===== src/hw/mem_sys_pkg.sv =====
//////////////////////////////////////////////////
// address map, word typedefs and data-port structs
// shared by the memory system RTL
//////////////////////////////////////////////////
`default_nettype none

package mem_sys_pkg;

  // basic vector types
  typedef logic [31:0] byte_addr_t;
  typedef logic [29:0] word_addr_t;
  typedef logic [31:0] half_t;
  typedef logic [64:0] cap_word_t;
  typedef logic [3:0]  byte_en_t;
  typedef logic [63:0] fetch_word_t;

  //////////////////////////////////////////////////
  // address map, in word-address bits
  //////////////////////////////////////////////////

  // data RAM at 0x8000_0000
  localparam int DRAM_BASE_BIT = 29;
  // tag-status RAM at 0x8300_0000, compared with bits 29..22
  localparam logic [7:0] TSRAM_TAG = 8'h83;
  // control registers at 0x8380_0000, compared with bits 29..8
  localparam logic [21:0] MMREG_TAG = {8'h83, 1'b1, 13'h0};

  // control register word offsets
  localparam logic [7:0] REG_SCRATCH0 = 8'h00;
  localparam logic [7:0] REG_SCRATCH1 = 8'h01;
  localparam logic [7:0] REG_ERR_EN   = 8'h40;
  localparam logic [7:0] REG_INTR_ACK = 8'h41;
  localparam logic [7:0] REG_DEBUG    = 8'h50;

  localparam half_t REG_DEFAULT = 32'hdead_beef;

  //////////////////////////////////////////////////
  // data port
  //////////////////////////////////////////////////

  typedef struct packed {
    logic       valid;
    logic       we;
    byte_en_t   be;
    logic       is_cap;
    logic       lr;
    logic       sc;
    word_addr_t addr;
    cap_word_t  wdata;
  } data_req_t;

  typedef struct packed {
    logic      rvalid;
    cap_word_t rdata;
    logic      err;
    logic      sc_fail;
  } data_rsp_t;

  // byte-enabled update of one 32-bit half
  function automatic half_t be_merge(half_t old_val, half_t new_val, byte_en_t be);
    half_t merged;
    merged = old_val;
    for (int b = 0; b < 4; b++) begin
      if (be[b]) begin
        merged[8*b +: 8] = new_val[8*b +: 8];
      end
    end
    return merged;
  endfunction

endpackage

`default_nettype wire


===== src/hw/ctrl_regs.sv =====
//////////////////////////////////////////////////
// memory-mapped control registers
// scratch, error enable, interrupt ack, debug request
//////////////////////////////////////////////////
`timescale 1ns/1ps
`default_nettype none

module ctrl_regs import mem_sys_pkg::*; (
  input  logic       clk,
  input  logic       rst_n,
  input  logic       sel,
  input  data_req_t  req,
  output half_t      rdata,
  output logic [3:0] err_enable_vec,
  output logic [2:0] intr_ack,
  output logic       debug_req
);

  logic [7:0] offset;
  logic       wr;

  half_t      scratch0;
  half_t      scratch1;
  logic [7:0] dbg_req_cnt;
  logic [7:0] dbg_ack_cnt;
  half_t      rd_val;

  assign offset = req.addr[7:0];
  assign wr     = sel && req.we;

  //////////////////////////////////////////////////
  // register writes
  //////////////////////////////////////////////////
  always_ff @(posedge clk or negedge rst_n) begin
    if (!rst_n) begin
      scratch0       <= '0;
      scratch1       <= '0;
      err_enable_vec <= '0;
      intr_ack       <= '0;
      debug_req      <= 1'b0;
      dbg_req_cnt    <= '0;
      dbg_ack_cnt    <= '0;
    end else begin
      if (wr && offset == REG_SCRATCH0) begin
        scratch0 <= req.wdata[31:0];
      end
      if (wr && offset == REG_SCRATCH1) begin
        scratch1 <= req.wdata[31:0];
      end
      if (wr && offset == REG_ERR_EN) begin
        err_enable_vec <= req.wdata[3:0];
      end

      // single-cycle pulse
      if (wr && offset == REG_INTR_ACK) begin
        intr_ack <= req.wdata[2:0];
      end else begin
        intr_ack <= '0;
      end

      // debug request level, plus request/ack counts
      if (wr && offset == REG_DEBUG) begin
        debug_req <= req.wdata[0];
        if (req.wdata[0]) begin
          dbg_req_cnt <= dbg_req_cnt + 8'd1;
        end else begin
          dbg_ack_cnt <= dbg_ack_cnt + 8'd1;
        end
      end
    end
  end

  //////////////////////////////////////////////////
  // register reads
  //////////////////////////////////////////////////
  always_comb begin
    case (offset)
      REG_SCRATCH0: rd_val = scratch0;
      REG_SCRATCH1: rd_val = scratch1;
      REG_DEBUG:    rd_val = {dbg_req_cnt, dbg_ack_cnt, 16'h0};
      default:      rd_val = REG_DEFAULT;
    endcase
  end

  always_ff @(posedge clk) begin
    if (sel) begin
      rdata <= req.we ? '0 : rd_val;
    end
  end

endmodule

`default_nettype wire


===== config.mk =====
export PLATFORM = sky130hd
export DESIGN_NAME = ctrl_regs
export DESIGN_NICKNAME = d
export VERILOG_FILES = /design/src/hw/mem_sys_pkg.sv /design/src/hw/ctrl_regs.sv
export SDC_FILE = /design/constraint.sdc
export NUM_CORES = 1
export LEC_CHECK = 0
export ABC_CLOCK_PERIOD_IN_PS = 2300
export BUFFER_PORTS_ARGS = -buffer_cell sky130_fd_sc_hd__buf_2
export CORE_MARGIN = 4
export CORE_UTILIZATION = 56
export CTS_CLUSTER_SIZE = 14
export DETAILED_ROUTE_END_ITERATION = 8
export PLACE_DENSITY = 0.85
export SYNTH_ARGS = -nofsm -noshare
export SYNTH_HDL_FRONTEND = slang
export SYNTH_SLANG_ARGS = --single-unit

===== constraint.sdc =====
create_clock -name clk -period 2.3 [get_ports clk]
set_clock_uncertainty 0.05 [all_clocks]
set_input_delay 0.23 -clock clk [delete_from_list [all_inputs] [get_ports clk]]
set_output_delay 0.23 -clock clk [all_outputs]
set_load 0.01 [all_outputs]

== After elaboration in Yosys (flattened, before gate mapping) ==
Cells that the tools add are included.
Storage, ports and cells
  output and inout port bits: 40
  flip-flop bits (word level): 120
  bits of input ports: 107
Operators by class
  bitwise gates (word level): 1
  mux-type cells: 2
  reductions and logical operators: 9
  equal/unequal tests: 4
  $add $sub $neg: 2
Operator list (number)
  case mux 32 bit (3 select lines): 1
  == test 8 x 7 -> 1 bit (second input constant): 3
  adder 8 x 1 -> 8 bit (second input constant): 2
  == test 8 x 1 -> 1 bit (second input constant): 1
  logical NOT 8 bit: 1
  logical AND 1 bit: 6
  AND reduction 2 bit: 2
  2-to-1 mux 3 bit: 1
  inverter 1 bit: 1

== Logic depth before layout (Yosys ltp) ==
Gate-level depths: netlist of run 1.
  depth in word-level cells: 3
  gate-level depth with buffers: 6
  mapped depth without buffers: 4

== Least setup slack after synthesis of run 1 ==
No wires, ideal clock.
  path kind: input -> register
  start: input req[68] (netlist bit)
  end: register rdata[10] (data pin)
  buffers on the path: 1
  data required time: 1.989 ns
  path slack: 0.361 ns
  library setup time: 0.261 ns
  cell stages on the path: 5
  arrival time: 1.628 ns
  path through: or4_1 nor2_1 nor3_1 buf_2 a221o_1
Between the ends
  word-level cells in the longest chain between the ends: 2
  elaborated cells on any way between the ends: 4
  those cells by class: 2 x eq/ne; 1 x mux; 1 x reduce/logical
RTL lines
  start: declaration: line ctrl_regs.sv:12  | input data_req_t req,
  == test 8 x 7 -> 1 bit, or another cell as far along: line ctrl_regs.sv:77  | case (offset)
  case mux 32 bit (3 select lines) *: line ctrl_regs.sv:77
  end signal: assignment: line ctrl_regs.sv:87  | rdata <= req.we ? '0 : rd_val;
  end: declaration: line ctrl_regs.sv:13  | output half_t rdata,
Mark *: on every way between the ends. The rest lies on a longest branch, timed or not.
A chain may end at the register's enable or synchronous reset.

== Worst setup path in the final report of run 1 ==
  start: input req[71] (netlist bit)
  end: register rdata[1] (data pin)
Same word-level chain as after synthesis.

==> reports/results.tsv, run 1 <==
metric	value	unit
final_hold_viol_count	0	
worst_hold_path_type	primary input to flip-flop	
die_area	10700	um2
drc	0	
yosysWarnings	0	
fill_cells	504	
vias	3713	
grt_usage	26.2	%
initial_utilization	58.0	%
dp.cells	547	
synth_seq_area_share	62.2	%
syn_to_final_growth	30.6	%
drt_wl_total	13.0	mm
drtIter0Drc	295	
globalRouteMet3Util	6.57	%
synth-edff-count	32	
async_flop_share	73.3	%
holdWs	0.0194	ns
grt_start_max_net_pins	52	
cp-start-kind	primary input	
syn-num-nets	463	
cts_max_level	4	
timing.final.max_slew_violations	0	
clock-sinks	120	
die_w	103	um
setup_tns	0	ns
slew_headroom	35.1	%
maxCapViolations	0	
port-buffer-count	83	
synthCells	354	
grt_pass1_vias	3848	
synth_top_area_share	43.3	%
ir_worst_vdd	507	uV
worstPathArrival	2.36	ns
cts_setup_buffers	0	
syn_area_per_cell	14.4	um2
vias_per_cell	6.06	
period_needed	2.04	ns
place.gp.congestion	0.809	
p_leak	3.15	nW
rows	34	
synth.area.top_cells	dfrtp_1 (43%), edfxtp_1 (19%), mux2_2 (16%)	
antenna_found_initial	0	
worst_slew_pin_slew	0.969	ns
use_met2	42.2	%
layout_commonest_cell	dfrtp_1	
drive_above_1_share	42.6	%
yosys.area.top_type	dfrtp_1	
cts_buffer_depth	2	
ys.flop_type	dfrtp_1	
numCtsBuffers	17	
final_cell_mix	dfrtp_1 (88), buf_2 (82), mux2_2 (74)	
cts_tree	done	
wl_per_cell	21.1	um
antenna_left	0	
run_status	completed	
rsz0062_at_grt	false	
cp_max_fo	13	
grt_use_met1	34.7	%
clk_pin_slew	0.05	ns
syn-cell-area	5080	um2
synth_cell_types	43	
io_pins	147	
instances_no_fill	613	
fin_nets	601	
synth_seq_cells	120	
grt_overflow	0	
cp.required	2.62	ns
clk_latency	0.51	ns
endpoint_kind	flip-flop	
grt_pass1_wl	20.7	mm
final-setup-viol-count	0	
grt.busiest_layer	met2	
n_antenna_cell	0	
fmax	490	MHz
powerDensity	768	nW/um2
path_class	primary input to flip-flop	
finalCritPeriodShare	88.7	%
core-area	8760	um2
dp_hpwl	7.90	mm
drtPass1Iterations	5	
clock-root-buffer	clkbuf_8	
fp.dieH	103	um
[sequential cells by signal (all words and copies together) (netlist names)]
| name | count |
|---|---|
| err_enable_vec | 4 |
| intr_ack | 3 |
| rdata | 32 |
| debug_req | 1 |
| scratch0 | 32 |
| dbg_ack_cnt | 8 |
| scratch1 | 32 |
| dbg_req_cnt | 8 |
[routing by layer]
metal | wire length [um] | share of wire [%]
met1 | 5130 | 40
met2 | 6480 | 50
met3 | 1010 | 7.8
met4 | 336 | 2.6
met5 | 0 | 0
[critical path: stages]
cell and delay [ns]:
dlygate4sd3_1 0.53, buf_2 0.14, nor4_2 0.38, and2_1 0.24, nor3b_4 0.56, a221o_1 0.27
[power breakdown]
part,switching (mW),internal (mW)
clock network,0.908,1.55
logic,0.179,0.156
registers,0.0308,2.27
[cell usage after synthesis, types with 6 or more instances]
| cell type | instances |
|---|---|
| dfrtp_1 | 88 |
| mux2_2 | 74 |
| a221o_1 | 13 |
| a21oi_1 | 17 |
| o22ai_1 | 7 |
| xor2_1 | 6 |
| nor2b_1 | 7 |
| nor3_1 | 7 |
| xnor2_1 | 8 |
| a22oi_1 | 8 |
| nand4_1 | 6 |
| buf_2 | 8 |
| nor2_1 | 11 |
| edfxtp_1 | 32 |
[cells by family (layout without fill, tap and decap cells)]
| kind of cell | Yosys count | after routing | synth area share, % |
|---|---|---|---|
| compound gates | 49 | 49 | 6.77 |
| buf+inv | 23 | 174 | 2.41 |
| simple gates | 65 | 65 | 7.85 |
| flops | 120 | 120 | 62.2 |
| fa+ha+maj | 2 | 2 | 0.492 |
| mux | 81 | 81 | 17.9 |
| xor+xnor | 14 | 14 | 2.41 |
[stage by stage]
| stage | setup WS [ns] | total power, mW | cell area [um2] | utilization (%) |
|---|---|---|---|---|
| 5_1_grt | 0.154 | 5.26 | 6640 | 75.8 |
| 3_5_place_dp | 0.0874 | 2.62 | 5750 | 65.6 |
| 4_1_cts | 0.189 | 5.09 | 6630 | 75.7 |
| 3_3_place_gp | 0.118 | 2.60 | 5750 | 65.6 |
| 2_1_floorplan | 0.361 | 2.44 | 5080 | - |
| 6_report | 0.260 | 5.10 | 6640 | 75.8 |
[final cells by class]
class                   count  area [um2]  share of cell area [%]
flip-flops and latches    120        3160                    47.6
clock inverters            10         104                    1.56
clock buffers              22         443                    6.67
inverters                   4        15.0                   0.226
repair buffers            138         953                    14.4
well taps                 108         135                    2.04
multi-input cells         211        1830                    27.5
[final timing paths]
check                                      startpoint  slack [ns]                          to  depth (start not counted)
max in group asynchronous                       rst_n        1.37     scratch0[6]$_DFFE_PN0P_                          3
hold reg to reg            dbg_req_cnt[7]$_DFFE_PN0P_        0.44  dbg_req_cnt[7]$_DFFE_PN0P_                          1
hold / removal                                req[72]        0.02       intr_ack[0]$_DFF_PN0_                          4
setup reg to reg           dbg_req_cnt[3]$_DFFE_PN0P_        0.98  dbg_req_cnt[5]$_DFFE_PN0P_                          4
min in group asynchronous                       rst_n        0.19    scratch0[17]$_DFFE_PN0P_                          2
setup / recovery                              req[71]        0.26      rdata[1]$_SDFFCE_PP0P_                          6
[timing repair]
action,4_1_cts,5_1_grt
endpoints found under the setup margin,0,1
hold buffers,34,0
resized for setup,0,1
hold endpoints to repair,108,0
(Power assumes the default switching activity.)
==> run 2: changes to the inputs <==
CORE_UTILIZATION = 45   (was 56)
CTS_BUF_LIST = sky130_fd_sc_hd__clkbuf_16   (was unset)
PLACE_DENSITY = 0.71   (was 0.85)
SKIP_CTS_REPAIR_TIMING = 1   (was unset)
==> reports/results.tsv, run 2 (same netlist as run 1, synthesis figures left out) <==
metric	value	unit	change
run_status	completed		
numCtsBuffers	17		unchanged
final_hold_viol_count	0		unchanged
clock-sinks	120		unchanged
clock-root-buffer	clkbuf_16		
p_leak	3.05	nW	-3.2%
wl_per_cell	18.2	um	-14%
cp_cell_sequence	buf_2 -> or3_1 -> or2_2 -> nor2_2 -> buf_4 -> mux2_2		
worst_slew_pin_slew	0.535	ns	-0.434 ns
endpoint_kind	flip-flop		
multiInputGateArea	1800	um2	-1.4%
seq_area	3160	um2	unchanged
period_needed	1.73	ns	-0.311 ns
cts_max_level	4		unchanged
cts_buffer_depth	2		unchanged
drtIter0Drc	182		-38%
slew_headroom	64.4	%	+29 points
final-setup-viol-count	0		unchanged
grt_start_max_net_pins	48		-7.7%
clk_latency	0.41	ns	-0.10 ns
slowest_delay	0.48	ns	-0.08 ns
drc	0		unchanged
fin_nets	569		-5.3%
port-buffer-count	83		unchanged
cp_slowest_cell	or3_1		
fp.dieH	114	um	+11%
cp-start-kind	primary input		
antenna_left	0		unchanged
syn_to_final_growth	25.0	%	
timing.final.max_slew_violations	0		unchanged
setup_tns	0	ns	unchanged
die_area	13100	um2	+22%
vias	3357		-9.6%
reg.largest.list	rdata (32), scratch0 (32), scratch1 (32)		
cp_max_fo	14		+1
post-route-util	58.1	%	-18 points
n_antenna_cell	0		unchanged
grt_pass1_wl	18.0	mm	-13%
drtPass1Iterations	4		-1
finalCritPeriodShare	75.2	%	-14 points
grt_overflow	0		unchanged
instances_no_fill	613		unchanged
maxCapViolations	0		unchanged
dp_hpwl	7.73	mm	-2.2%
place.gp.congestion	0.841		+4.0%
ir_worst_vdd	483	uV	-4.7%
drt_wl_total	11.2	mm	-14%
initial_utilization	46.5	%	-12 points
path_class	primary input to flip-flop		
die_w	114	um	+11%
layout_commonest_cell	dfrtp_1		
antenna_found_initial	0		unchanged
dp.cells	580		+6.0%
cp.required	2.54	ns	-0.08 ns
grt_usage	18.2	%	-8.0 points
rsz0062_at_grt	false		
grt_pass1_vias	3494		-9.2%
fill_cells	881		+75%
core-area	10900	um2	+25%
powerDensity	810	nW/um2	+5.5%
rows	38		+12%
worst_hold_path_type	primary input to flip-flop		
total_power	5.15	mW	+1.0%
clk_pin_slew	0.05	ns	about the same
final_cell_mix	dfrtp_1 (88), buf_2 (82), mux2_2 (74)		
cts_tree	done		
worstPathArrival	1.97	ns	-0.39 ns
fmax	578	MHz	+18%
io_pins	147		unchanged
vias_per_cell	5.48		-9.6%
drive_above_1_share	45.5	%	+2.9 points
[run 2: cell types whose count changed in the layout (fill, tap and decap cells not counted), sizes merged]
cell / before / now
clkbuf: 22 / 19
buf: 104 / 105
dlygate4sd3: 34 / 1
clkinv: 5 / 6
clkinvlp: 3 / 1
inv: 4 / 8
[run 2: metrics by stage]
stage          worst slack, ns  hold WS, ns  area [um2]
6_report                 0.571      0.00333        6360
4_1_cts                  0.589       -0.250        6350
3_5_place_dp             0.159        0.194        5760
3_3_place_gp             0.192        0.185        5760
2_1_floorplan            0.361       -0.116        5080
5_1_grt                  0.533      0.00276        6360
[run 2: per-layer routing]
layer  GRT usage (%)  vias up  share of wire, %
met5               0        -                 0
met4            9.98        0               2.6
met1            23.0     1691                42
li1                -     1534                 -
met3            5.39       27               6.1
met2            28.3      105                49
[run 2: where the power goes]
group / internal [mW] / switching [mW]
Sequential: 2.27 / 0.0274
Clock: 1.69 / 0.886
Combinational: 0.117 / 0.158
[run 2: worst max-delay path: cells and delay by family]
family / cells / cell delay [ns]
mux: 1 / 0.37
buf+inv: 2 / 0.36
simple gates: 3 / 1.00
[run 2: worst paths after layout]
kind / from / cells after the start / endpoint / slack, ns
setup / recovery: req[68] / 6 / scratch0[20]$_DFFE_PN0P_ / 0.57
hold / removal: req[4] / 2 / scratch1[4]$_DFFE_PN0P_ / 0.003
setup reg to reg: scratch0[21]$_DFFE_PN0P_ / 3 / rdata[21]$_SDFFCE_PP0P_ / 1.04
hold reg to reg: dbg_ack_cnt[7]$_DFFE_PN0P_ / 1 / dbg_ack_cnt[7]$_DFFE_PN0P_ / 0.42
max in group asynchronous: rst_n / 3 / scratch1[7]$_DFFE_PN0P_ / 1.27
min in group asynchronous: rst_n / 2 / scratch0[17]$_DFFE_PN0P_ / 0.29
[run 2: cell type report]
class                           instances  area share, %
Sequential cell                       120           49.8
Inverter                                4          0.236
Clock inverter                         13           1.73
Tap cell                              140           2.76
Clock buffer                           19           7.48
Multi-Input combinational cell        211           28.3
Timing Repair Buffer                  106           9.72
==> run 3: changes to the inputs <==
ABC_CLOCK_PERIOD_IN_PS = 1700   (was 2300)
clock period = 1.7 ns   (was 2.3 ns; I/O delays follow)
==> reports/results.tsv, run 3 (same netlist as run 1, synthesis figures left out) <==
metric	value	unit	change
run_status	completed		
finalCritPeriodShare	90.5	%	
core-area	10900	um2	unchanged
vias_per_cell	5.31		-3.0%
drtIter0Drc	217		+19%
die_w	114	um	unchanged
cts_buffer_depth	2		unchanged
antenna_found_initial	0		unchanged
wl_per_cell	17.9	um	-1.7%
drtPass1Iterations	4		unchanged
fill_cells	797		-9.5%
powerDensity	1050	nW/um2	+30%
grt_overflow	0		unchanged
cp_max_fo	20		+6
rsz0062_at_grt	false		
cts_max_level	4		unchanged
worst_hold_path_type	primary input to flip-flop		
n_antenna_cell	0		unchanged
grt_pass1_wl	18.8	mm	+4.5%
initial_utilization	46.5	%	unchanged
antenna_left	0		unchanged
final_cell_mix	dfrtp_1 (88), buf_2 (82), mux2_2 (45)		
cts_tree	done		
timing.final.max_slew_violations	0		unchanged
worst_r2r_path_depth	4		+1
worst_slew_pin_slew	0.590	ns	+0.0549 ns
path_class	primary input to flip-flop		
fmax	650	MHz	
maxCapViolations	0		unchanged
clock-root-buffer	clkbuf_16		
grt_pass1_vias	3598		+3.0%
place_area	6030	um2	+4.7%
p_int	5.81	mW	+43%
clock_power_share	51.4	%	+1.4 points
whs_path_depth	3		+1
p_sw	1.53	mW	+43%
reg.largest.list	rdata (32), scratch0 (32), scratch1 (32)		
drc	0		unchanged
rows	38		unchanged
layout_commonest_cell	dfrtp_1		
cp-start-kind	primary input		
p_comb_share	6.3	%	+0.9 points
clk_pin_slew	0.05	ns	about the same
fin_nets	612		+7.6%
numCtsBuffers	17		unchanged
port-buffer-count	83		unchanged
drive_above_1_share	46.1	%	+0.67 points
grt_start_max_net_pins	42		-13%
p_seq_share	42.4	%	-2.3 points
final-setup-viol-count	0		unchanged
vias	3486		+3.8%
final_hold_viol_count	0		unchanged
fin_area	6980	um2	+9.8%
clock-sinks	120		unchanged
p_leak	3.28	nW	+7.4%
drt_wl_total	11.8	mm	+5.2%
holdWs	0.0448	ns	+0.0415 ns
cp.required	1.94	ns	-0.60 ns
worstPathArrival	1.78	ns	-0.19 ns
endpoint_kind	flip-flop		
slew_headroom	60.6	%	-3.8 points
period_needed	1.54	ns	
ir_worst_vdd	572	uV	+18%
fp.dieH	114	um	unchanged
grt_usage	18.8	%	+0.52 points
dp_hpwl	7.82	mm	+1.3%
die_area	13100	um2	unchanged
place.gp.congestion	0.840		-0.14%
swShare	20.8	%	+0.029 points
syn_to_final_growth	37.3	%	
io_pins	147		unchanged
clk_latency	0.41	ns	about the same
## run 3: cell types whose count changed in the layout (fill, tap and decap cells not counted), moves of 4 or more
cell	previous run	this run
nor2_1	11	7
buf_4	21	31
mux2_2	74	45
mux2_4	0	30
inv_1	8	4
dlygate4sd3_1	1	32
## run 3: power groups by stage
stage	combinational, mW	clock [mW]	sequential (mW)
6_report	0.461	3.77	3.11
5_1_grt	0.505	3.98	3.12
4_1_cts	0.410	3.82	3.11
3_5_place_dp	0.408	0	3.16
3_3_place_gp	0.397	0	3.16
2_1_floorplan	0.136	0	3.19
## run 3: layout make-up
cell class	instances	area (um2)	share of cell area [%]
inverters	4	15.0	0.215
repair buffers	149	1040	14.9
well taps	140	175	2.51
flip-flops and latches	120	3160	45.3
clock inverters	14	178	2.54
multi-input cells	211	1960	28.0
clock buffers	18	450	6.45
## run 3: critical path: stages
cell and delay, ns:
buf_2 0.10, or3_1 0.47, or2_4 0.29, nor2_4 0.15, buf_12 0.22, mux2_2 0.37
## run 3: through the flow
stage,worst slack (ns),power (mW),cells,utilization (%),TNS (ns)
2_1_floorplan,-0.101,3.32,354,-,-4.93
3_3_place_gp,-0.215,3.55,592,55.2,-16.68
3_5_place_dp,-0.239,3.57,592,55.2,-18.40
4_1_cts,0.199,7.34,624,60.9,0
5_1_grt,0.115,7.60,656,63.8,0
6_report,0.161,7.35,656,63.8,0
## run 3: routing by layer
| layer | vias to the layer above | part of all wire, % | global-route usage (%) |
|---|---|---|---|
| li1 | 1618 | - | - |
| met1 | 1741 | 45 | 24.9 |
| met2 | 104 | 47 | 29.4 |
| met3 | 23 | 5.7 | 5.23 |
| met4 | 0 | 2.0 | 7.44 |
| met5 | - | 0 | 0 |
## run 3: path summary, 6_finish.rpt
path / startpoint / end / slack [ns]
setup / recovery: req[66] / scratch0[7]$_DFFE_PN0P_ / 0.16
hold / removal: req[0] / intr_ack[0]$_DFF_PN0_ / 0.04
setup reg to reg: dbg_req_cnt[2]$_DFFE_PN0P_ / dbg_req_cnt[7]$_DFFE_PN0P_ / 0.42
hold reg to reg: dbg_req_cnt[7]$_DFFE_PN0P_ / dbg_req_cnt[7]$_DFFE_PN0P_ / 0.42
max in group asynchronous: rst_n / dbg_req_cnt[2]$_DFFE_PN0P_ / 0.81
min in group asynchronous: rst_n / dbg_req_cnt[6]$_DFFE_PN0P_ / 0.19
