File: src/hw/mem_sys_pkg.sv
//////////////////////////////////////////////////
// address map, word typedefs and data-port structs
// shared by the memory system RTL
//////////////////////////////////////////////////
`default_nettype none

package mem_sys_pkg;

  // basic vector types
  typedef logic [31:0] byte_addr_t;
  typedef logic [29:0] word_addr_t;
  typedef logic [31:0] half_t;
  typedef logic [64:0] cap_word_t;
  typedef logic [3:0]  byte_en_t;
  typedef logic [63:0] fetch_word_t;

  //////////////////////////////////////////////////
  // address map, in word-address bits
  //////////////////////////////////////////////////

  // data RAM at 0x8000_0000
  localparam int DRAM_BASE_BIT = 29;
  // tag-status RAM at 0x8300_0000, compared with bits 29..22
  localparam logic [7:0] TSRAM_TAG = 8'h83;
  // control registers at 0x8380_0000, compared with bits 29..8
  localparam logic [21:0] MMREG_TAG = {8'h83, 1'b1, 13'h0};

  // control register word offsets
  localparam logic [7:0] REG_SCRATCH0 = 8'h00;
  localparam logic [7:0] REG_SCRATCH1 = 8'h01;
  localparam logic [7:0] REG_ERR_EN   = 8'h40;
  localparam logic [7:0] REG_INTR_ACK = 8'h41;
  localparam logic [7:0] REG_DEBUG    = 8'h50;

  localparam half_t REG_DEFAULT = 32'hdead_beef;

  //////////////////////////////////////////////////
  // data port
  //////////////////////////////////////////////////

  typedef struct packed {
    logic       valid;
    logic       we;
    byte_en_t   be;
    logic       is_cap;
    logic       lr;
    logic       sc;
    word_addr_t addr;
    cap_word_t  wdata;
  } data_req_t;

  typedef struct packed {
    logic      rvalid;
    cap_word_t rdata;
    logic      err;
    logic      sc_fail;
  } data_rsp_t;

  // byte-enabled update of one 32-bit half
  function automatic half_t be_merge(half_t old_val, half_t new_val, byte_en_t be);
    half_t merged;
    merged = old_val;
    for (int b = 0; b < 4; b++) begin
      if (be[b]) begin
        merged[8*b +: 8] = new_val[8*b +: 8];
      end
    end
    return merged;
  endfunction

endpackage

`default_nettype wire

File: src/hw/data_port_router.sv
//////////////////////////////////////////////////
// data port address decode and response mux
//////////////////////////////////////////////////
`timescale 1ns/1ps
`default_nettype none

module data_port_router import mem_sys_pkg::*; #(
  parameter int dram_aw  = 8,
  parameter int tsram_aw = 6
) (
  input  logic      clk,
  input  logic      rst_n,
  input  data_req_t req,
  input  cap_word_t dram_rdata,
  input  logic      dram_sc_fail,
  input  half_t     tsram_rdata,
  input  half_t     reg_rdata,
  output logic      dram_sel,
  output logic      tsram_sel,
  output logic      reg_sel,
  output data_rsp_t rsp
);

  logic dram_hit;
  logic tsram_hit;
  logic reg_hit;
  logic unmapped;

  logic rvalid_q;
  logic err_q;
  logic dram_q;
  logic tsram_q;
  logic reg_q;

  // region match, nothing above each array range may be set
  assign dram_hit  = req.addr[DRAM_BASE_BIT] &&
                     (req.addr[DRAM_BASE_BIT-1:dram_aw+1] == '0);
  assign tsram_hit = (req.addr[29:22] == TSRAM_TAG) && !req.addr[21] &&
                     (req.addr[20:tsram_aw] == '0);
  assign reg_hit   = (req.addr[29:8] == MMREG_TAG);

  assign dram_sel  = req.valid && dram_hit;
  assign tsram_sel = req.valid && tsram_hit;
  assign reg_sel   = req.valid && reg_hit;
  assign unmapped  = req.valid && !(dram_hit || tsram_hit || reg_hit);

  always_ff @(posedge clk or negedge rst_n) begin
    if (!rst_n) begin
      rvalid_q <= 1'b0;
      err_q    <= 1'b0;
      dram_q   <= 1'b0;
      tsram_q  <= 1'b0;
      reg_q    <= 1'b0;
    end else begin
      rvalid_q <= req.valid;
      err_q    <= unmapped;
      dram_q   <= dram_sel;
      tsram_q  <= tsram_sel;
      reg_q    <= reg_sel;
    end
  end

  // no target selected on error, so rdata falls to zero
  always_comb begin
    rsp.rvalid  = rvalid_q;
    rsp.err     = err_q;
    rsp.sc_fail = dram_q && dram_sc_fail;
    rsp.rdata   = '0;
    if (dram_q) begin
      rsp.rdata = dram_rdata;
    end else if (tsram_q) begin
      rsp.rdata = {33'h0, tsram_rdata};
    end else if (reg_q) begin
      rsp.rdata = {33'h0, reg_rdata};
    end
  end

endmodule

`default_nettype wire

File: config.mk
export PLATFORM = sky130hd
export DESIGN_NAME = data_port_router
export DESIGN_NICKNAME = d
export VERILOG_FILES = /design/src/hw/mem_sys_pkg.sv /design/src/hw/data_port_router.sv
export SDC_FILE = /design/constraint.sdc
export NUM_CORES = 1
export LEC_CHECK = 0
export BUFFER_PORTS_ARGS = -buffer_cell sky130_fd_sc_hd__buf_2
export CORE_AREA = 2 2 118 120
export CTS_CLUSTER_SIZE = 20
export DETAILED_ROUTE_END_ITERATION = 8
export DIE_AREA = 0 0 120 122
export GPL_TIMING_DRIVEN = 0
export PLACE_DENSITY = 0.38
export SETUP_SLACK_MARGIN = 0.3
export SLEW_MARGIN = 5
export SYNTH_ARGS = -nofsm -noshare
export SYNTH_HDL_FRONTEND = slang
export SYNTH_SLANG_ARGS = --single-unit
File: constraint.sdc
create_clock -name clk -period 1.7 [get_ports clk]
set_clock_uncertainty 0.1 [all_clocks]
set_input_delay 0.085 -clock clk [delete_from_list [all_inputs] [get_ports clk]]
set_output_delay 0.085 -clock clk [all_outputs]
set_load 0.02 [all_outputs]
==> Yosys cells after proc, flatten, opt, wreduce, memory -nomap -nowiden <==
Cells that the tools add are included.
{ "word_totals": {"ramBits": 0, "in_bits": 236, "latch_bits": 0, "memories": 0, "out_inout_bits": 71, "romBits": 0, "wordCells": 24, "ff_bits": 5} }
{ "op_classes": {"mux": 3, "n_lt_le_gt_ge": 0, "add_sub_neg": 0, "bitwise_logic": 0, "n_mul": 0, "n_shift": 0, "n_eq_ne": 2, "div_mod_pow": 0, "n_reduce_logical": 14} }
{ "ops": {"columns": ["op", "count"], "rows": [
  ["65-bit two-way mux", 1],
  ["32-bit two-way mux", 2],
  ["22-bit equality test (second input constant)", 1],
  ["20-bit logical NOT", 1],
  ["15-bit logical NOT", 1],
  ["8-bit equality test (second input constant)", 1],
  ["1-bit logical AND", 8],
  ["1-bit logical NOT", 2],
  ["1-bit logical OR", 2]
]} }

==> Depth between registers and ports, before layout <==
Gate-level depths: netlist of the first run.
{ "logic_depth": {"ltp_word": 7, "depth_mapped": 5, "mapped_depth_nobuf": 3} }

==> Worst setup path before layout of the first run <==
No wires, ideal clock.
{ "synth_path": {"kind": "input-to-reg", "from": "input port req[83] (netlist name)", "to": "register reg_q", "t_arrival_ps": 1282, "path_slack_ps": 114, "path_stages": 3, "n_path_buf": 0, "setup_time_ps": 205, "required_ps": 1395, "path_cell_list": "nor4b_2 nand3_2 nor4_1"} }
{ "synth_between": {"elab_chain_len": 2} }
{ "synth_rtl": {"columns": ["element", "line_no", "text"], "rows": [
  ["start, declared", "data_port_router.sv:13", "input data_req_t req,"],
  ["22-bit equality test", "data_port_router.sv:40", "assign reg_hit = (req.addr[29:8] == MMREG_TAG);"],
  ["1-bit logical AND", "data_port_router.sv:44", "assign reg_sel = req.valid && reg_hit;"],
  ["via reg_sel", "data_port_router.sv:20", "output logic reg_sel,"],
  ["end signal, assigned", "data_port_router.sv:59", "reg_q <= reg_sel;"],
  ["end, declared", "data_port_router.sv:33", "logic reg_q;"]
]} }
The timed path passes the listed nets, and every way through them passes these cells.

==> summary by stage, run 1 <==
Outcome
The flow ran to the end, but the final reports show violations. The checks that failed: negative setup slack.

Timing
The setup-violating endpoint count in the final report is 4. The minimum clock period is approximately 1700 ps. The aggregate negative setup slack is -45.6 ps. The number of endpoints with negative hold slack in the final report is 0. At the pin with the least slew margin, the transition time is approximately 470 ps.

Setup repair after global routing could not meet its margin everywhere. The final clock period utilization by the worst path is 1.02. Final hold analysis gives a worst-case slack of roughly 28 ps. The count of pins over their slew limit is 0. The headroom to the max-slew limit is 0.686. Based on the critical path, the design can be clocked at up to around 580 MHz. After layout, the worst setup slack is -36.5 ps.

Global routing
The initial antenna violation count is 2. Entering global routing, the biggest net connects 11 pins. The first global-routing pass estimated between 10 and 15 mm of wire. The total congestion overflow is 0. The via count of the first global-routing pass came to about 2400.

Across every metal layer, demand over resource in global routing totals 0.105.

Layout
For this run, the post-layout net count is between 600 and 700. The finished cells cover 3640 µm². Once layout is complete, the cells apart from fillers number 612.

The antenna cell count is 0. Compared with the post-synthesis result, the final layout area differs by 224%. The final cell utilization of the core is 0.270.

Of the cells placed in the final design, the portion with a size suffix greater than 1 is 0.789.

Die
The region available for standard cell placement spans about 14000 µm². The die span in y is between 100 and 150 µm. For this configuration, the core starts out at a cell density of 0.0834. The die covers about 15000 µm². Row generation in the floorplan step produced 43 rows.

The die outline width is 120 µm. Pin placement for this block handled around 300 I/O pins.

Yosys
Counting flops and latches in the post-synthesis netlist gives 5. Dividing the synthesized area by the synthesized cell count gives 6.40 µm². The synthesized instance count is roughly 180. The post-synthesis net count is ~410. During synthesis, Yosys emitted a total of 0 warnings.

The number of library cell types mapped by synthesis is 21. In this run, synthesis inferred 0 flip-flops with an integrated enable. After synthesis, the share of flip-flops with an asynchronous set or reset is 1.00. The most used flip-flop cell after synthesis is dfrtp_1. The mapped netlist covers about 1100 µm². The share of the yosys chip area belonging to registers is 0.111.

Drt
Before antenna repair, the detailed router went through 4 iterations. The antenna violation net count after detailed routing is 0. The routed wire length is between 8 and 9 mm. The DRC marker count from the first detailed-route iteration is 33.

After detailed routing, the number of remaining DRC violations is 0. After detailed routing, the number of vias per cell comes to 3.84. Dividing the detail-routed wire length by the instance count gives 14.0 µm. The routed via count is 2353.

Clock tree
Clock-pin slew was measured on the worst setup and hold paths at ~30 ps. The TritonCTS sink count is 5. The maximum buffer depth of the clock tree is 2. The CTS tree is built. The maximum level of the CTS H-tree is 1.

The root buffer cell chosen for the clock tree is clkbuf_16. Clock tree synthesis inserted a total of 3 buffers.

Setup path
The startpoint type of the worst setup path is a flip-flop. At the worst endpoint, the required time is approximately 1500 ps. The critical path start-end classification is reg -> out. The number of buffers and inverters on the critical path is 4.

The data arrival at the endpoint of the critical path is 1550 ps. STA classifies the critical path endpoint as a primary output. Walking the worst path, the cells encountered are buf_6, nor2b_4, buf_8, clkbuf_16, a22oi_2, o21ai_1, buf_4.

The largest fanout of any net on the critical path is 5. The kind of cell with the highest combined delay along the critical path is buffers and inverters. The largest incremental delay on the critical path is 360 ps. The cell with the largest stage delay on the worst path is dfrtp_1.

Placed design
The congestion estimate from routability-driven global placement came to between 0.7 and 0.8. Detailed placement ended at an HPWL of roughly 6.7 mm. The worst setup slack before clock tree synthesis is -209 ps. The number of placed instances, taps included is 583. The number of I/O port buffers is between 200 and 250. Once placement finished, the instance area stood at roughly 2500 µm².

Power
The ratio of total power to cell area is 204 nW/µm². VDD sags by at most 0.000433 V. Overall power consumption after layout is estimated at 0.744 mW. The static leakage power is between 1.5 and 2 nW.

Job
The tool flagged a number of max-cap violations equal to 0.

Min path
The tightest min-delay check is of the in -> reg type.
registers in the layout (all words and copies together), names as in the netlist:
name,cells
rvalid_q,1
reg_q,1
dram_q,1
err_q,1
tsram_q,1
cell type report:
class                      count  area (µm²)
buffer                        20         236
clock buffer                   4        78.8
fill                        1460        9860
inverter                       1        3.75
multi-input combinational    150        1170
sequential                     5         125
tap                          180         225
timing repair buffer         252        1800
cells by family after synthesis:
logic type             Yosys count  share of synthesized area
flip-flops                       5                      0.111
AO/OA/AOI/OAI                   67                      0.372
AND/OR/NAND/NOR                 83                      0.418
buffers and inverters           21                     0.0989
path summary, 6_finish.rpt:
path,start,cells past startpoint,to
min in group asynchronous,rst_n,2,err_q
max in group asynchronous,rst_n,2,dram_q
worst min-delay path,req[103],2,err_q
worst max-delay path,tsram_q,7,rsp[20]
power breakdown:
group          internal [mW]  switching, mW
Sequential             0.122       0.000704
Clock                  0.310         0.0720
Combinational          0.148         0.0916
cells in the mapped netlist, drive strengths merged, types with 2 or more instances:
cell type | n | area, µm²
nand2 | 35 | 131
and2 | 34 | 213
o21ai | 32 | 160
a22oi | 31 | 233
buf | 12 | 77.6
clkbuf | 8 | 30.0
dfrtp | 5 | 125
nor4 | 5 | 46.3
a21oi | 2 | 10.0
and3b | 2 | 17.5
nor3 | 2 | 10.0
nor4b | 2 | 30.0
routing by layer:
| layer | track usage | share of wire | up-vias |
|---|---|---|---|
| li1 | - | - | 1143 |
| met1 | 0.106 | 0.34 | 1081 |
| met2 | 0.215 | 0.56 | 127 |
| met3 | 0.0351 | 0.10 | 2 |
| met4 | 0.0110 | 0.0028 | 0 |
| met5 | 0 | 0 | - |
cell usage in the layout, fill, tap and decap left out:
cell type | synthesis | layout
a21oi_1 | 2 | 1
a21oi_4 | 0 | 1
a22oi_1 | 31 | 11
a22oi_2 | 0 | 20
and2_4 | 0 | 34
and3b_1 | 2 | 1
and3b_2 | 0 | 1
buf_12 | 0 | 2
buf_16 | 0 | 1
buf_2 | 5 | 155
buf_4 | 7 | 41
buf_6 | 0 | 52
buf_8 | 0 | 12
clkbuf_1 | 8 | 2
clkbuf_16 | 0 | 6
clkbuf_2 | 0 | 2
clkbuf_8 | 0 | 1
dfrtp_1 | 5 | 5
dlygate4sd3_1 | 0 | 2
inv_1 | 1 | 1
nand2_1 | 35 | 33
nand2_2 | 0 | 2
nand3_4 | 0 | 1
nor2_1 | 1 | 1
nor2b_4 | 0 | 1
nor3_1 | 2 | 2
nor4_2 | 0 | 2
nor4_4 | 1 | 3
nor4b_4 | 0 | 2
o21ai_1 | 17 | 30
o21ai_2 | 0 | 2
o21bai_1 | 1 | 1
o31a_1 | 1 | 1
timing repair:
item,in CTS,in global routing
endpoints found under the setup margin,68,69
endpoints found under the hold margin,6,0
pin swaps,29,29
gates resized for setup,207,34
gates cloned,5,3
buffers inserted,11,4
hold buffers,2,0
Power figures use the tool's default switching activity.
==> inputs of run 2 (changes only) <==
--- a/config.mk
+++ b/config.mk
@@ -5,13 +5,14 @@
 export SDC_FILE = /design/constraint.sdc
 export NUM_CORES = 1
 export LEC_CHECK = 0
+export ABC_AREA = 1
 export BUFFER_PORTS_ARGS = -buffer_cell sky130_fd_sc_hd__buf_2
-export CORE_AREA = 2 2 118 120
+export CORE_AREA = 2 2 120 122
 export CTS_CLUSTER_SIZE = 20
 export DETAILED_ROUTE_END_ITERATION = 8
-export DIE_AREA = 0 0 120 122
+export DIE_AREA = 0 0 122 124
 export GPL_TIMING_DRIVEN = 0
-export PLACE_DENSITY = 0.38
+export PLACE_DENSITY = 0.4
 export SETUP_SLACK_MARGIN = 0.3
 export SLEW_MARGIN = 5
 export SYNTH_ARGS = -nofsm -noshare
==> summary by stage, run 2 <==
Timing
The minimum clock period is 1570 ps. At the pin with the least slew margin, the transition time is between 200 and 250 ps. The headroom to the max-slew limit is 0.852. Setup repair after global routing could not meet its margin everywhere. The maximum clock frequency is about 640 MHz.

The setup-violating endpoint count in the final report is 0. The count of pins over their slew limit is 0. The final clock period utilization by the worst path is 0.921. The number of endpoints with negative hold slack in the final report is 0. Setup total negative slack on the finished layout was measured at 0 ps.

Yosys
The number of library cell types mapped by synthesis is 18. The library cell occupying the most area in the post-synthesis netlist is nand2_1. Yosys mapped a number of flops with a built-in enable equal to 0. The number of warnings issued by yosys is 0.

The post-synthesis net count is about 560. The synthesized flop and latch total is 5. The dominant register cell in the synthesized netlist is dfrtp_1.

For this run, the register share of the synthesized area comes to 0.0824. The cell area that synthesis handed to floorplanning was ~1500 µm². The fraction of synthesized cell area taken by the top area cell type is 0.272. The most common cell in the netlist is nand2_1. The fraction of registers with async set/reset is 1.00. The mean area per synthesized cell is 4.76 µm². Sorting the synthesized cells by how often they occur yields nand2_1, nor2_1, inv_1, a21oi_1, o21ai_1. In the synthesized netlist, the number of instances is 319. After synthesis, the cell types taking the most area are nand2_1, nor2_1, a21oi_1.

Clock tree
The TritonCTS sink count is 5. The root buffer cell is clkbuf_16. The CTS tree is built. The CTS clock-pin slew for the worst setup and hold paths is ~30 ps. In this run the number of H-tree levels came out at 1. The longest clock path from root to sink contains 2 buffers. The number of buffers created by CTS is 3.

Die
The core box area is around 14000 µm². Pin placement for this block handled between 300 and 400 I/O pins. The die is 122 µm wide. The die covers between 15000 and 20000 µm². The starting density of the core is 0.111.

The die span in y is 124 µm. The number of standard-cell rows in the floorplan is 43.

Drt
The number of iterations in the first detailed-routing pass is 4. For this block, the initial DRC count from the detailed router was 42. The detailed-route vias per instance is 3.83.

The routed design has slightly below 9 mm of wire. The antenna violation net count after detailed routing is 0. The final route contains 2836 vias. The wire length per cell after detailed routing is 12.1 µm.

The detailed-route DRC error count is 0.

Setup path
The worst setup path is captured at a primary output. The kind of cell with the highest combined delay along the critical path is flip-flops. The critical path start-end classification is reg -> out. STA puts the critical path data arrival time at between 1000 and 1500 ps. The critical path data required time is 1510 ps.

The largest individual stage delay along the critical path comes from the cell dfrtp_2. The largest fanout of any net on the critical path is 6. The critical path goes through clkbuf_4, nand2_1, nor2_1, a21oi_1, o21ai_1, buf_4. The worst setup path is launched from a flip-flop. The largest incremental delay on the critical path is approximately 470 ps. Counting both buffers and inverters, the worst setup path holds a total of 2.

Global routing
The maximum number of pins on one net before global-route repair is 11. The via count of the first global-routing pass was between 2000 and 3000. The initial antenna violation count came to 0. In the global route stage, overall resource usage came out at 0.102. The total overflow left after global routing is 0. The first-pass GRT wire length is 12.1 mm.

Layout
After the flow finishes, the layout carries non-filler instances totaling 741. After filler insertion, the fill cell instance count of the layout stands at 1586. The top cell types in the final layout, fill and taps aside, are buf_2, nand2_1, nor2_1, buf_4, buf_6. The leading cell type in the layout, fill and taps excluded is buf_2. The layout overhead on the synthesized area is 130%. The share of final-layout standard cells stronger than drive strength 1 is 0.572. After routing the design area is between 3000 and 4000 µm². The number of nets in the layout is around 800. The antenna cell count is 0.

Power
The worst ir drop on vdd is approximately 0.00021 V. The static leakage power is 2.05 nW. The ratio of total power to cell area is about 210 nW/µm².

Placed design
After legalization and detailed placement, the total HPWL measured between 7 and 8 mm. The total cell area at the placement stage is between 2000 and 3000 µm². Once placement completed, the tool counted placed cells totaling around 730. In this run the tool buffered the top-level ports with between 200 and 250 buffer cells.

The routability congestion estimate is roughly 0.77.

Outcome
The flow ran to the end, and the final reports show no timing, DRC or antenna violations.

Job
The tool flagged a number of max-cap violations equal to 0.

Min path
The path class of the lowest-slack min-delay path is in -> reg.
==> run 2: changes by cell type after synthesis, moves of 4 or more <==
| cell | change |
|---|---|
| nor4_1 | -4 |
| and2_1 | -34 |
| inv_1 | +39 |
| a21oi_1 | +30 |
| nand2_1 | +75 |
| o21ai_0 | -13 |
| nand3_1 | +8 |
| o21ai_1 | +12 |
| buf_6 | +5 |
| a22oi_1 | -31 |
| nor2_1 | +61 |
==> run 2: per-layer routing <==
metal / share of wire / global-route usage / vias up / routed length (µm)
li1: - / - / 1464 / -
met1: 0.38 / 0.107 / 1221 / 3370
met2: 0.52 / 0.210 / 149 / 4690
met3: 0.098 / 0.0211 / 2 / 874
met4: 0.0019 / 0.0115 / 0 / 17
met5: 0 / 0 / - / 0
==> run 2: timing repair <==
| action | CTS | global route |
|---|---|---|
| pin swaps | 0 | 4 |
| gates resized for setup | 124 | 43 |
| cloned | 5 | 1 |
| setup endpoints to repair | 66 | 66 |
| setup buffers | 1 | 2 |
| hold endpoints to repair | 6 | 0 |
| hold buffers | 2 | 0 |
==> run 2: power breakdown <==
part / switching [mW] / leakage (nW) / internal [mW]
registers: 0.000619 / 0.0636 / 0.122
clock network: 0.0676 / 0.0382 / 0.310
logic: 0.0945 / 1.95 / 0.143
total: 0.163 / 2.05 / 0.575
==> run 2: final cells by class <==
class                           count  area [µm²]  area share
Multi-Input combinational cell    251        1180       0.339
Clock buffer                        4        78.8      0.0225
Sequential cell                     5         126      0.0361
Timing Repair Buffer              238        1470       0.422
Buffer                             23         256      0.0734
Tap cell                          180         225      0.0644
Inverter                           40         150      0.0429
==> run 2: cell families after synthesis <==
| logic type | Yosys count | share of synthesized area |
|---|---|---|
| AO/OA/AOI/OAI | 64 | 0.213 |
| buffers and inverters | 63 | 0.220 |
| flip-flops | 5 | 0.0824 |
| AND/OR/NAND/NOR | 187 | 0.484 |
==> run 2: metrics by stage <==
| step | setup slack [ps] | utilization | hold WS, ps | power, mW |
|---|---|---|---|---|
| floorplan | 383 | - | -311 | 0.156 |
| global placement | 45.4 | 0.210 | -196 | 0.349 |
| detailed placement | 86.5 | 0.210 | -190 | 0.348 |
| CTS | 104 | 0.245 | 88.6 | 0.739 |
| global route | 56.1 | 0.255 | 127 | 0.777 |
| finish | 134 | 0.255 | 94.5 | 0.737 |
==> run 2: final timing paths <==
check	cells after the start	end	start	slack (ps)
max	6	rsp[19]	reg_q	130
min	4	reg_q	req[85]	90
max in group asynchronous	2	reg_q	rst_n	1220
min in group asynchronous	2	err_q	rst_n	130
==> inputs of run 3 (changes only) <==
--- a/config.mk
+++ b/config.mk
@@ -7,13 +7,13 @@
 export LEC_CHECK = 0
 export ABC_AREA = 1
 export BUFFER_PORTS_ARGS = -buffer_cell sky130_fd_sc_hd__buf_2
-export CORE_AREA = 2 2 120 122
+export CORE_AREA = 2 2 118 120
+export CTS_BUF_LIST = sky130_fd_sc_hd__clkbuf_2 sky130_fd_sc_hd__clkbuf_4 sky130_fd_sc_hd__clkbuf_8
 export CTS_CLUSTER_SIZE = 20
 export DETAILED_ROUTE_END_ITERATION = 8
-export DIE_AREA = 0 0 122 124
+export DIE_AREA = 0 0 120 122
 export GPL_TIMING_DRIVEN = 0
-export PLACE_DENSITY = 0.4
-export SETUP_SLACK_MARGIN = 0.3
+export PLACE_DENSITY = 0.41
 export SLEW_MARGIN = 5
 export SYNTH_ARGS = -nofsm -noshare
 export SYNTH_HDL_FRONTEND = slang
==> summary by stage, run 3 (synthesized netlist as in run 2, its figures left out) <==
Placed design
After legalization and detailed placement, the total HPWL measured 7.42 mm. The number of I/O port buffers is 227. The routability congestion estimate is around 0.83.

Die
The floorplan step set the die height to roughly 120 µm. The floorplan has 43 rows. The floorplan step defined a die boundary enclosing approximately 15000 µm². For this configuration, the core starts out at a cell density of 0.112.

From left edge to right edge, the die measures 120 µm. In this run the count of I/O pins placed on the die edge is about 310. The core box area is around 14000 µm².

Layout
Measured on the finished design, the core utilization comes to 0.220. The share of final-layout standard cells stronger than drive strength 1 is 0.469. The area growth from synthesis to layout is 95.4%. The number of nets in the layout is ~800. The leading cell type in the layout, fill and taps excluded is buf_2. The antenna cell count is 0. In the layout the commonest cells are buf_2, nand2_1, nor2_1, inv_1, a21oi_1.

Global routing
The initial antenna violation count is 0. The maximum number of pins on one net before global-route repair is 11. The global-route total usage across every layer is 0.104. The via count of the first global-routing pass is 2657. The first global-routing pass estimated 12.2 mm of wire.

The total congestion overflow is 0.

Setup path
In this run the worst path has a maximum fanout of 10. Data on the critical path is required at its endpoint by ~1500 ps. For this design, the slowest cell found on the critical path is dfrtp_1. The critical path is of the reg -> out type. The worst setup path is launched from a flip-flop. In this design, the critical path's most frequently occurring cell is buf_4. Data arrives at the worst endpoint at approximately 1400 ps. Walking the worst path, the cells encountered are buf_6, buf_4, nor2_1, a21oi_1, o21ai_1, buf_4. The largest incremental delay on the critical path is around 360 ps. The type of element capturing the critical path is a primary output.

Clock tree
In this run the clock root is driven by a clkbuf_8. CTS built an H-tree with a depth of 1. In this run, CTS created clock tree buffers numbering 3. The TritonCTS sink count is 5. The CTS tree is built. After clock tree synthesis, the clock-pin slew on the worst setup and hold paths is ~30 ps.

The total setup buffers inserted after CTS is 0. In this run the deepest clock path goes through 2 buffers.

Timing
Setup repair after global routing left no endpoint under its margin. For the finished layout, the period the worst path requires is between 1500 and 2000 ps. Across all hold checks on the routed design, the worst slack comes to about 86 ps. The aggregate negative setup slack is 0 ps.

The count of pins over their slew limit is 0. The slew at the pin closest to its max-slew limit is between 200 and 300 ps. The setup-violating endpoint count in the final report is 0. In this run the tightest slew margin relative to its limit is 0.804. For this run, the top clock speed supported by timing is roughly 630 MHz.

The number of endpoints with negative hold slack in the final report is 0. The final clock period utilization by the worst path is 0.933.

Drt
The pre-antenna-repair detailed-routing pass consisted of 4 iterations. The wire length per cell after detailed routing is about 12 µm. After detailed routing, the number of remaining DRC violations is 0.

Once detail routing completed, the nets flagged for antenna violations numbered 0. The routed layout has approximately 2800 vias. The routed wire length is 8.43 mm. The detailed-route vias per instance is between 3 and 4.

The DRC marker count from the first detailed-route iteration is between 50 and 60.

Min path
The path class of the lowest-slack min-delay path is in -> reg.

Job
Across the run, the number of max-cap violations was 0.

Power
The static leakage power is roughly 2.0 nW. Across the VDD grid, the largest voltage drop is between 0.0001 and 0.00015 V. The ratio of total power to cell area is 198 nW/µm².

Outcome
The flow ran to the end, and the final reports show no timing, DRC or antenna violations.
-- run 3: cell types whose count changed in the layout (fill, tap and decap cells not counted), sizes merged --
| cell | before | now |
|---|---|---|
| bufbuf | 1 | 0 |
| buf | 250 | 242 |
-- run 3: layout make-up --
cell class / count / area (µm²)
fill: 1582 / 10500
timing repair buffer: 229 / 1160
multi-input combinational: 251 / 1060
tap: 180 / 225
buffer: 23 / 195
inverter: 40 / 150
sequential: 5 / 126
clock buffer: 4 / 48.8
-- run 3: metrics by stage --
| stage | setup WS, ps | cell area (µm²) | power (mW) | std cells |
|---|---|---|---|---|
| 3_5_place_dp | 6.95 | 2880 | 0.349 | 726 |
| 2_1_floorplan | 294 | 1520 | 0.156 | 319 |
| 3_3_place_gp | -24.9 | 2880 | 0.347 | 726 |
| 5_1_grt | 4.75 | 2970 | 0.626 | 732 |
| 6_report | 115 | 2970 | 0.588 | 732 |
| 4_1_cts | 14.2 | 2960 | 0.598 | 732 |
-- run 3: path summary, 6_finish.rpt --
check	from	to	slack [ps]	cells past startpoint
worst max-delay path	tsram_q	rsp[21]	110	6
worst min-delay path	req[85]	reg_q	90	4
max in group asynchronous	rst_n	reg_q	1240	2
min in group asynchronous	rst_n	rvalid_q	110	2
-- run 3: critical path, delay by kind of cell (launching register included) --
| kind | cells | cell delay (ps) |
|---|---|---|
| buf+inv | 3 | 480 |
| compound gates | 2 | 220 |
| flops | 1 | 360 |
| simple gates | 1 | 110 |
-- run 3: power by group --
part	total [mW]	leakage, nW	switching [mW]	internal [mW]
registers	0.123	0.0636	0.000580	0.122
logic	0.228	1.87	0.0866	0.142
clock network	0.237	0.0262	0.0604	0.177
total	0.588	1.96	0.148	0.441
-- run 3: layer usage --
metal  global-route usage  wire length [µm]  vias to the layer above
met3               0.0159               748                        9
met2                0.215              4360                      165
li1                     -                 -                     1446
met4               0.0184                86                        0
met1                0.110              3230                     1212
met5                    0                 0                        -
-- run 3: timing repair --
item | 4_1_cts | 5_1_grt
hold buffers | 2 | 0
endpoints found under the setup margin | 29 | 30
resized for setup | 6 | 6
endpoints found under the hold margin | 6 | 0
